===== src/design/videoPkg.sv =====
package videoPkg;

	//////////////////////////////
	// raster geometry
	//////////////////////////////

	// horizontal pixel counter width
	localparam int hWidth = 9;
	// vertical line counter width
	localparam int vWidth = 8;

	// number of scrolling layers
	localparam int layerCount = 2;

	// tilemap ram address width
	// layer, row, column and byte select
	localparam int ramAddrWidth = 13;

	//////////////////////////////
	// cpu bus
	//////////////////////////////

	// one cpu request
	// isReg picks the scroll registers over the tilemap ram
	typedef struct packed {
		logic isReg;
		logic write;
		// ram address in 12:0, register index in 2:0
		logic [13:0] addr;
		logic [7:0] data;
	} cpuReq;

	// read response
	// valid one cycle after a ram read is accepted
	typedef struct packed {
		logic [7:0] rdData;
	} cpuRsp;

endpackage


===== src/design/rasterCounter.sv =====
`timescale 1ns/1ps

module rasterCounter (
	input logic CLK_6M,
	input logic arstN,
	input logic hsync,
	input logic vsync,
	output logic [videoPkg::hWidth-1:0] hPos,
	output logic [videoPkg::vWidth-1:0] vPos
);

	logic hsyncD;
	logic vsyncD;
	logic hRise;
	logic vRise;

	// rising edges against the last sampled level
	assign hRise = hsync && !hsyncD;
	assign vRise = vsync && !vsyncD;

	//////////////////////////////
	// sync history
	//////////////////////////////
	always_ff @(posedge CLK_6M or negedge arstN) begin
		if (!arstN) begin
			hsyncD <= 1'b0;
			vsyncD <= 1'b0;
		end else begin
			hsyncD <= hsync;
			vsyncD <= vsync;
		end
	end

	//////////////////////////////
	// pixel counters
	//////////////////////////////
	always_ff @(posedge CLK_6M or negedge arstN) begin
		if (!arstN) begin
			hPos <= '0;
			vPos <= '0;
		end else begin
			// new line restarts the column
			if (hRise) begin
				hPos <= '0;
			end else begin
				hPos <= hPos + 1'b1;
			end
			// vsync wins over the line step
			if (vRise) begin
				vPos <= '0;
			end else if (hRise) begin
				vPos <= vPos + 1'b1;
			end
		end
	end

endmodule


===== config.mk =====
export PLATFORM = sky130hd
export DESIGN_NAME = rasterCounter
export DESIGN_NICKNAME = d
export VERILOG_FILES = /design/src/design/videoPkg.sv /design/src/design/rasterCounter.sv
export SDC_FILE = /design/constraint.sdc
export NUM_CORES = 1
export LEC_CHECK = 0
export CORE_UTILIZATION = 63
export CTS_BUF_LIST = sky130_fd_sc_hd__clkbuf_4
export DETAILED_ROUTE_END_ITERATION = 12
export DONT_BUFFER_PORTS = 1
export PLACE_DENSITY_LB_ADDON = 0.3
export SLEW_MARGIN = 15
export SYNTH_ARGS = -nofsm -noshare
export SYNTH_HDL_FRONTEND = slang
export SYNTH_SLANG_ARGS = --single-unit

===== constraint.sdc =====
create_clock -name CLK_6M -period 1.69 [get_ports CLK_6M]
set_input_delay 0.338 -clock CLK_6M [delete_from_list [all_inputs] [get_ports CLK_6M]]
set_output_delay 0.338 -clock CLK_6M [all_outputs]
set_load 0.005 [all_outputs]

==> metrics.md, run 1 <==
| Metric | Value |
|---|---|
| Highest net fanout along the worst path | `5` |
| TritonCTS clock tree | `yes` |
| Clock Path Buffers | `2` |
| Die area | `1500 um^2` |
| Gate Count Post-Synth | `82` |
| XOR/XNOR Fraction of Synth Area | `5.15%` |
| Max-Cap Viols | `0` |
| Largest net degree at the start of global routing | `20` |
| Synth Cell Area | `851 um^2` |
| Largest family of logic cells by synthesized area | `simple AND/OR/NAND/NOR gates` |
| Initial DRC Count | `17` |
| Commonest non-fill, non-tap cells in the layout | `dfrtp_1 (19), a21oi_1 (10), o21ai_0 (7), or3_1 (7), nor2_1 (6)` |
| Clk slew on worst S/H paths | `110 ps` |
| H-tree depth | `1` |
| Layout area overhead | `6.18%` |
| Register bit total from synthesis | `19` |
| Distinct cells, synth | `21` |
| Tightest Hold Check Type | `input pin to flop` |
| Power per cell area | `1020 nW/um^2` |
| Max frequency | `0.658 GHz` |
| Post-synthesis compound-gate area fraction | `11.8%` |
| Initial antenna violation count | `0` |
| Commonest non-fill, non-tap cell in the layout | `dfrtp_1` |
| Horiz. Die Dim | `38.8 um` |
| Final Non-Filler Cells | `100` |
| Synth Area in Simple Gates | `22.2%` |
| Crit path kind | `flop to flop` |
| Via-to-Cell Ratio | `6.44` |
| VDD IR max | `0.656 mV` |
| Number of global-route vias before repair | `637` |
| Filler cell count | `80` |
| CTS Sinks | `19` |
| Post-synthesis sequential area ratio | `55.9%` |
| CTS Root Cell | `clkbuf_4` |
| Worst slew pin tran | `807 ps` |
| Final WL | `1740 um` |
| CP Capture Type | `flop` |
| Post-CTS Setup Repair Bufs | `0` |
| Clock Skew | `3.58 ps` |
| Final setup viols | `0` |
| # IOs | `21` |
| GP Congestion | `0.729` |
| Drt drc | `0` |
| Grt ovf | `0` |
| Detailed placement HPWL | `1240 um` |
| Post-Place Cell Area | `866 um^2` |
| IO Port Bufs | `0` |
| Avg Cell Area, Syn | `10.4 um^2` |
| PnR worst setup slack | `171 ps` |
| Startpoint Class | `flop` |
| Post-route ant nets | `0` |
| Multi-input combinational cell area | `358 um^2` |
| Pleak | `0.374 nW` |
| First-pass GRT wire length | `2680 um` |
| Starting Density | `71.7%` |
| Placed cells | `95` |
| Status | `finished, final reports clean` |
| Chip height | `38.8 um` |
| Fin. Hold Viols | `0` |
| RSZ-0062 raised after global routing | `false` |
| Net count after synthesis | `88` |
| Final Cell Area | `903 um^2` |
| Final #Nets | `93` |
| Core area | `1190 um^2` |
| Row cnt | `12` |
| Post-synthesis adder-cell area fraction | `2.94%` |
| Crit path time final | `1520 ps` |
| Ant. Diodes | `0` |
| Yosys synthesis warning count | `0` |
| Reg area | `475 um^2` |
| Setup TNS | `0 ps` |
| Required time of the critical path | `1920 ps` |
| Mux cell area share after synthesis | `0%` |
| Layout cell share with drive strength beyond 1 | `6.98%` |
| Num CTS Buffers | `3` |
| Final period utilization | `89.9%` |
| Final Max Slew Viols | `0` |
| DR WL/cell | `17.4 um` |
| Vias post-DR | `644` |
| Drt pass-1 iters | `4` |
| Crit path DAT | `1750 ps` |
| Worst rel slew slack | `46.0%` |
| Dpl ws | `223 ps` |
| Worst-Skew Late Latency | `300 ps` |
| Gr usage total | `28.9%` |
==> cells in the mapped netlist <==
cell	n	area, um^2
o21ai_0	7	35.0
nand3b_1	1	7.51
nor2_1	6	22.5
and2_1	1	6.26
or4_1	2	15.0
a21oi_1	10	50.1
nor2b_1	2	12.5
nand2b_4	1	13.8
nand3_1	5	25.0
buf_2	1	5.00
nand2_1	4	15.0
nand4b_1	1	8.76
xor2_1	2	17.5
clkbuf_2	1	5.00
nand4_1	3	18.8
xnor2_1	3	26.3
ha_1	2	25.0
inv_1	2	7.51
dfrtp_1	19	475
o31ai_1	2	15.0
or3_1	7	43.8
==> metal layers <==
| layer | up-vias | global-route usage [%] | part of all wire, % |
|---|---|---|---|
| li1 | 307 | - | - |
| met5 | - | 0 | 0 |
| met1 | 305 | 31.8 | 40 |
| met2 | 26 | 47.9 | 50 |
| met3 | 6 | 8.67 | 6.9 |
| met4 | 0 | 18.1 | 3.2 |
==> what timing repair did <==
item                       4_1_cts  5_1_grt
hold endpoints to repair        19        0
hold buffers                     1        0
setup endpoints to repair        0        0
gates resized for setup          0        0
==> report_power, final <==
group          switching, W  internal, W  total (W)
combinational     0.0000586    0.0000545   0.000113
sequential        0.0000742     0.000504   0.000578
clock              0.000145    0.0000884   0.000233
==> state kept, by name, summed over array words and instances, names as in the netlist <==
| name | flops |
|---|---|
| hsyncD | 1 |
| hPos | 9 |
| vPos | 8 |
| vsyncD | 1 |
==> per-stage QoR <==
| stage | total power [W] | utilization [%] | hold slack [ps] |
|---|---|---|---|
| 2_1_floorplan | 0.000654 | - | 42.4 |
| 3_3_place_gp | 0.000678 | 73.0 | 42.8 |
| 3_5_place_dp | 0.000688 | 73.0 | 42.9 |
| 5_1_grt | 0.000958 | 76.2 | 49.8 |
| 6_report | 0.000925 | 76.2 | 51.1 |
| 4_1_cts | 0.000924 | 76.2 | 50.6 |
==> final cells by class <==
type / count / area share (%)
clock buffers: 3 / 2.49
clock inverters: 1 / 0.554
inverters: 2 / 0.831
multi-input cells: 59 / 39.6
flip-flops and latches: 19 / 52.6
well taps: 14 / 1.94
repair buffers: 2 / 1.94
==> worst max-delay path, cell delays in order (launching register included) <==
cell,delay (ps)
dfrtp_1,460
ha_1,230
nand3_1,170
or3_1,400
a21oi_1,180
==> cell families after synthesis <==
group / count (synthesis)
AND/OR/NAND/NOR: 33
AO/OA/AOI/OAI: 19
flip-flops: 19
XOR/XNOR: 5
buffers and inverters: 4
adder cells (fa/ha/maj): 2
==> worst paths after layout <==
path	end	from	slack [ps]	cells past startpoint
setup / recovery	hPos[8]	hPos[0]	170	4
hold / removal	vsyncD	vsync	50	0
setup reg to reg	hPos[8]	hPos[0]	170	4
hold reg to reg	hPos[0]	hPos[0]	550	1
max in group asynchronous	vPos[2]	arstN	640	1
min in group asynchronous	hPos[2]	arstN	560	1
Power figures use the tool's default switching activity.
==> inputs of run 2 (changes only) <==
--- a/config.mk
+++ b/config.mk
@@ -9,7 +9,7 @@
 export CTS_BUF_LIST = sky130_fd_sc_hd__clkbuf_4
 export DETAILED_ROUTE_END_ITERATION = 12
 export DONT_BUFFER_PORTS = 1
-export PLACE_DENSITY_LB_ADDON = 0.3
+export PLACE_DENSITY = 0.85
 export SLEW_MARGIN = 15
 export SYNTH_ARGS = -nofsm -noshare
 export SYNTH_HDL_FRONTEND = slang
==> metrics.md, run 2 (synthesis gave the netlist of run 1 again) <==
| Metric | Value |
|---|---|
| CTS Sinks | `19 (unchanged)` |
| Final setup viols | `0 (unchanged)` |
| Vias post-DR | `630 (-2.2%)` |
| Die area | `1500 um^2 (unchanged)` |
| Via-to-Cell Ratio | `6.30 (-2.2%)` |
| Core area | `1190 um^2 (unchanged)` |
| Initial DRC Count | `9 (-8)` |
| Gr usage total | `26.0% (-2.8 points)` |
| Post-Route Utilization | `76.2% (unchanged)` |
| Layout cell share with drive strength beyond 1 | `6.98% (unchanged)` |
| Slowest CP cell | `dfrtp_1` |
| CP top delay family | `simple AND/OR/NAND/NOR gates` |
| Commonest non-fill, non-tap cells in the layout | `dfrtp_1 (19), a21oi_1 (10), o21ai_0 (7), or3_1 (7), nor2_1 (6)` |
| Worst Reg-to-Reg Cells | `4 (unchanged)` |
| Largest net degree at the start of global routing | `20 (unchanged)` |
| Chip height | `38.8 um (unchanged)` |
| Crit path kind | `flop to flop` |
| Hold Path Depth | `0 (unchanged)` |
| GP Congestion | `0.678 (-6.9%)` |
| Crit path time final | `1440 ps (-78.0 ps)` |
| TritonCTS clock tree | `yes` |
| Commonest non-fill, non-tap cell in the layout | `dfrtp_1` |
| Starting Density | `71.7% (unchanged)` |
| Setup TNS | `0 ps (unchanged)` |
| H-tree depth | `1 (unchanged)` |
| Levels on crit path | `4 (unchanged)` |
| Clock Path Buffers | `2 (unchanged)` |
| DR WL/cell | `16.0 um (-7.9%)` |
| Top flop regs | `hPos x9, vPos x8` |
| Layout area overhead | `6.18% (unchanged)` |
| Max FFs per register | `9 (unchanged)` |
| Final Max Slew Viols | `0 (unchanged)` |
| Crit path cell chain | `ha_1, nand3_1, or3_1, a21oi_1` |
| CP Capture Type | `flop` |
| Required time of the critical path | `1910 ps (about the same)` |
| Worst slew pin tran | `822 ps (+14.4 ps)` |
| Post-route ant nets | `0 (unchanged)` |
| Clk slew on worst S/H paths | `110 ps (about the same)` |
| RSZ-0062 raised after global routing | `false` |
| Horiz. Die Dim | `38.8 um (unchanged)` |
| Largest register by flop count | `hPos` |
| Status | `finished, final reports clean` |
| VDD IR max | `0.943 mV (+44%)` |
| Worst-Skew Late Latency | `290 ps (about the same)` |
| Power per cell area | `1000 nW/um^2 (-1.9%)` |
| CP max stage delay | `460 ps (about the same)` |
| Crit path DAT | `1660 ps (-90 ps)` |
| Detailed placement HPWL | `1150 um (-7.5%)` |
| Max frequency | `0.694 GHz (+5.4%)` |
| Fin. Hold Viols | `0 (unchanged)` |
| Final #Nets | `93 (unchanged)` |
| Drt pass-1 iters | `4 (unchanged)` |
| Number of global-route vias before repair | `587 (-7.8%)` |
| Highest net fanout along the worst path | `5 (unchanged)` |
| Final WL | `1600 um (-7.9%)` |
| Ant. Diodes | `0 (unchanged)` |
| Startpoint Class | `flop` |
| Num CTS Buffers | `3 (unchanged)` |
| Worst rel slew slack | `45.0% (-0.96 points)` |
| Pleak | `0.374 nW (unchanged)` |
| Initial antenna violation count | `0 (unchanged)` |
| Max-Cap Viols | `0 (unchanged)` |
| CTS Root Cell | `clkbuf_4` |
| Row cnt | `12 (unchanged)` |
| Drt drc | `0 (unchanged)` |
| Tightest Hold Check Type | `input pin to flop` |
| Final period utilization | `85.3% (-4.6 points)` |
| Pwr Total | `0.000907 W (-1.9%)` |
| Grt ovf | `0 (unchanged)` |
| First-pass GRT wire length | `2540 um (-5.4%)` |
| Clock Skew | `7.14 ps (+3.57 ps)` |
| Buffer and inverter count on the worst path | `0 (unchanged)` |
| IO Port Bufs | `0 (unchanged)` |
| # IOs | `21 (unchanged)` |
## run 2: cell counts in the layout (fill, tap and decap cells not counted)
No cell type changed its count.
## run 2: path summary, 6_finish.rpt
path / startpoint / slack, ps / to
max: hPos[0] / 250 / hPos[8]
max in group asynchronous: arstN / 600 / hPos[7]
min in group asynchronous: arstN / 580 / hPos[5]
min: hsync / 70 / hsyncD
max reg2reg: hPos[0] / 250 / hPos[8]
min reg2reg: hPos[0] / 560 / hPos[0]
## run 2: repair_timing
action,in CTS,in global routing
resized for setup,0,0
hold endpoints to repair,19,0
setup endpoints to repair,0,0
buffers inserted,0,0
hold buffers,1,0
## run 2: final cells by class
cell class                      count  area, um^2
Sequential cell                    19         475
Multi-Input combinational cell     59         358
Fill cell                          77         283
Clock buffer                        3        22.5
Timing Repair Buffer                2        17.5
Tap cell                           14        17.5
Inverter                            2        7.51
Clock inverter                      1        5.00
## run 2: power breakdown
part / leakage, nW / switching (W) / total (W) / internal [W]
Clock: 0.0177 / 0.000131 / 0.000219 / 0.0000878
Combinational: 0.103 / 0.0000562 / 0.000110 / 0.0000540
Sequential: 0.254 / 0.0000746 / 0.000579 / 0.000504
Total: 0.374 / 0.000262 / 0.000907 / 0.000646
## run 2: per-layer routing
layer	GRT usage (%)	wire length, um	vias to the layer above
met5	0	0	-
met1	36.2	750	306
met4	10.3	11	0
li1	-	-	303
met2	39.2	757	19
met3	6.36	84	2
## run 2: stage by stage
step	setup slack [ps]	hold slack, ps	std cells	area, um^2
floorplan	411	42.4	82	851
global placement	364	42.8	95	866
detailed placement	284	42.8	95	866
CTS	242	58.8	100	903
global route	123	29.2	100	903
finish	249	65.1	100	903
==> inputs of run 3 (changes only) <==
--- a/config.mk
+++ b/config.mk
@@ -5,11 +5,12 @@
 export SDC_FILE = /design/constraint.sdc
 export NUM_CORES = 1
 export LEC_CHECK = 0
-export CORE_UTILIZATION = 63
+export CORE_AREA = 2 2 39 41
 export CTS_BUF_LIST = sky130_fd_sc_hd__clkbuf_4
 export DETAILED_ROUTE_END_ITERATION = 12
+export DIE_AREA = 0 0 41 43
 export DONT_BUFFER_PORTS = 1
-export PLACE_DENSITY = 0.85
+export PLACE_DENSITY = 0.86
 export SLEW_MARGIN = 15
 export SYNTH_ARGS = -nofsm -noshare
 export SYNTH_HDL_FRONTEND = slang
==> constraint.sdc (replaced) <==
create_clock -name CLK_6M -period 1.7 [get_ports CLK_6M]
set_input_delay 0.34 -clock CLK_6M [delete_from_list [all_inputs] [get_ports CLK_6M]]
set_output_delay 0.34 -clock CLK_6M [all_outputs]
set_load 0.005 [all_outputs]
==> metrics.md, run 3 (synthesis gave the netlist of run 1 again) <==
| Metric | Value |
|---|---|
| Status | `finished, final reports clean` |
| Reg2Reg Setup Slack | `280 ps (+30 ps)` |
| Drt pass-1 iters | `4 (unchanged)` |
| Final Cell Area | `906 um^2 (+0.28%)` |
| R2R Path Start | `hPos[0]` |
| CTS Root Cell | `clkbuf_4` |
| Starting Density | `61.5% (-10 points)` |
| Post-Route Utilization | `65.5% (-11 points)` |
| Via-to-Cell Ratio | `6.45 (+2.4%)` |
| CP top delay family | `simple AND/OR/NAND/NOR gates` |
| Vias post-DR | `658 (+4.4%)` |
| Horiz. Die Dim | `41 um (+5.8%)` |
| GP Congestion | `0.695 (+2.4%)` |
| RR Endpoint | `hPos[8]` |
| Clock Skew | `5.54 ps (-1.61 ps)` |
| Clock Path Buffers | `2 (unchanged)` |
| Required time of the critical path | `1930 ps (+20 ps)` |
| Worst rel slew slack | `43.3% (-1.8 points)` |
| Crit path cell chain | `ha_1, nand3_1, or3_1, a21oi_1` |
| Fin. Hold Viols | `0 (unchanged)` |
| Drt drc | `0 (unchanged)` |
| Largest register by flop count | `hPos` |
| Hold Path Sink | `vsyncD` |
| DR WL/cell | `16.0 um (-0.43%)` |
| Startpoint Class | `flop` |
| # IOs | `21 (unchanged)` |
| Max-Cap Viols | `0 (unchanged)` |
| Initial DRC Count | `14 (+5)` |
| Commonest non-fill, non-tap cell in the layout | `dfrtp_1` |
| Max frequency | `0.703 GHz (+1.3%)` |
| Commonest non-fill, non-tap cells in the layout | `dfrtp_1 (19), a21oi_1 (10), o21ai_0 (7), or3_1 (7), nor2_1 (6)` |
| Tightest Hold Check Type | `input pin to flop` |
| Worst slew pin tran | `848 ps (+26.5 ps)` |
| Crit path DAT | `1650 ps (about the same)` |
| Buffer and inverter count on the worst path | `0 (unchanged)` |
| Power per cell area | `1010 nW/um^2 (+0.28%)` |
| Top flop regs | `hPos x9, vPos x8` |
| Final #Nets | `93 (unchanged)` |
| Largest net degree at the start of global routing | `20 (unchanged)` |
| Final Max Slew Viols | `0 (unchanged)` |
| Post-route ant nets | `0 (unchanged)` |
| Gr usage total | `21.2% (-4.8 points)` |
| Max FFs per register | `9 (unchanged)` |
| Setup TNS | `0 ps (unchanged)` |
| Grt ovf | `0 (unchanged)` |
| Highest net fanout along the worst path | `5 (unchanged)` |
| Number of global-route vias before repair | `645 (+9.9%)` |
| IO Port Bufs | `0 (unchanged)` |
| Pleak | `0.374 nW (unchanged)` |
| Num CTS Buffers | `3 (unchanged)` |
| First-pass GRT wire length | `2490 um (-1.9%)` |
| Layout cell share with drive strength beyond 1 | `6.98% (unchanged)` |
| Chip height | `43 um (+11%)` |
| TritonCTS clock tree | `yes` |
| Crit path time final | `1420 ps (-18.7 ps)` |
| Worst-Skew Late Latency | `300 ps (about the same)` |
| Layout area overhead | `6.47%` |
| Ant. Diodes | `0 (unchanged)` |
| Detailed placement HPWL | `1180 um (+3.3%)` |
| Crit path kind | `flop to flop` |
| CP max stage delay | `450 ps (about the same)` |
| Core area | `1380 um^2 (+17%)` |
| Worst Reg-to-Reg Cells | `4 (unchanged)` |
| Min-delay src | `vsync` |
| Final WL | `1630 um (+1.6%)` |
| Slowest CP cell | `dfrtp_1` |
| Hold Path Depth | `0 (unchanged)` |
| Clk slew on worst S/H paths | `110 ps (about the same)` |
| Row cnt | `14 (+2)` |
| Post-Place Cell Area | `868 um^2 (+0.29%)` |
| Final setup viols | `0 (unchanged)` |
| VDD IR max | `0.655 mV (-30%)` |
| RSZ-0062 raised after global routing | `false` |
| Final period utilization | `83.7% (-1.6 points)` |
| Die area | `1760 um^2 (+17%)` |
| H-tree depth | `1 (unchanged)` |
| Initial antenna violation count | `0 (unchanged)` |
| CTS Sinks | `19 (unchanged)` |
| CP Capture Type | `flop` |
==> run 3: cell counts in the layout (fill, tap and decap cells not counted) <==
No cell type changed its count.
==> run 3: worst max-delay path by stage <==
stage	start	endpoint	slack, ps	cells after the start
floorplan	hPos[0]	hPos[8]	420	4
global placement	hPos[0]	hPos[8]	380	4
detailed placement	hPos[0]	hPos[8]	290	4
CTS	hPos[0]	hPos[8]	250	4
global route	hPos[0]	hPos[8]	170	4
finish	hPos[0]	hPos[8]	280	4
==> run 3: power by group <==
part	leakage, nW	switching [W]	internal (W)
sequential	0.254	0.0000699	0.000501
clock	0.0177	0.000139	0.0000876
combinational	0.103	0.0000595	0.0000549
==> run 3: final cells by class <==
class | instances | area (um^2)
fillers | 115 | 478
flip-flops and latches | 19 | 475
multi-input cells | 59 | 358
repair buffers | 2 | 17.5
clock inverters | 1 | 5.00
clock buffers | 3 | 22.5
inverters | 2 | 7.51
well taps | 16 | 20.0
==> run 3: what timing repair did <==
action	CTS	global route
setup buffers	0	0
endpoints found under the hold margin	19	0
hold buffers	1	0
resized for setup	0	0
==> run 3: per-stage QoR <==
step	worst slack [ps]	hold WS, ps	power (W)	instances
after floorplan	421	44.4	0.000650	82
after global placement	382	44.8	0.000674	97
after detailed placement	288	44.8	0.000687	97
after CTS	251	59.7	0.000920	102
after global routing	174	52.3	0.000963	102
final	278	62.7	0.000912	102
==> run 3: routing by layer <==
layer	track usage, %	routed length, um	up-vias
met1	23.7	646	330
li1	-	-	301
met2	34.4	850	23
met5	0	0	-
met3	4.19	95	4
met4	13.3	37	0
==> run 3: worst reg2reg max path, delay by kind of cell, from the launching register on <==
kind	cells	cell delay (ps)
flip-flops	1	450
adder cells (fa/ha/maj)	1	220
AND/OR/NAND/NOR	2	550
AO/OA/AOI/OAI	1	140
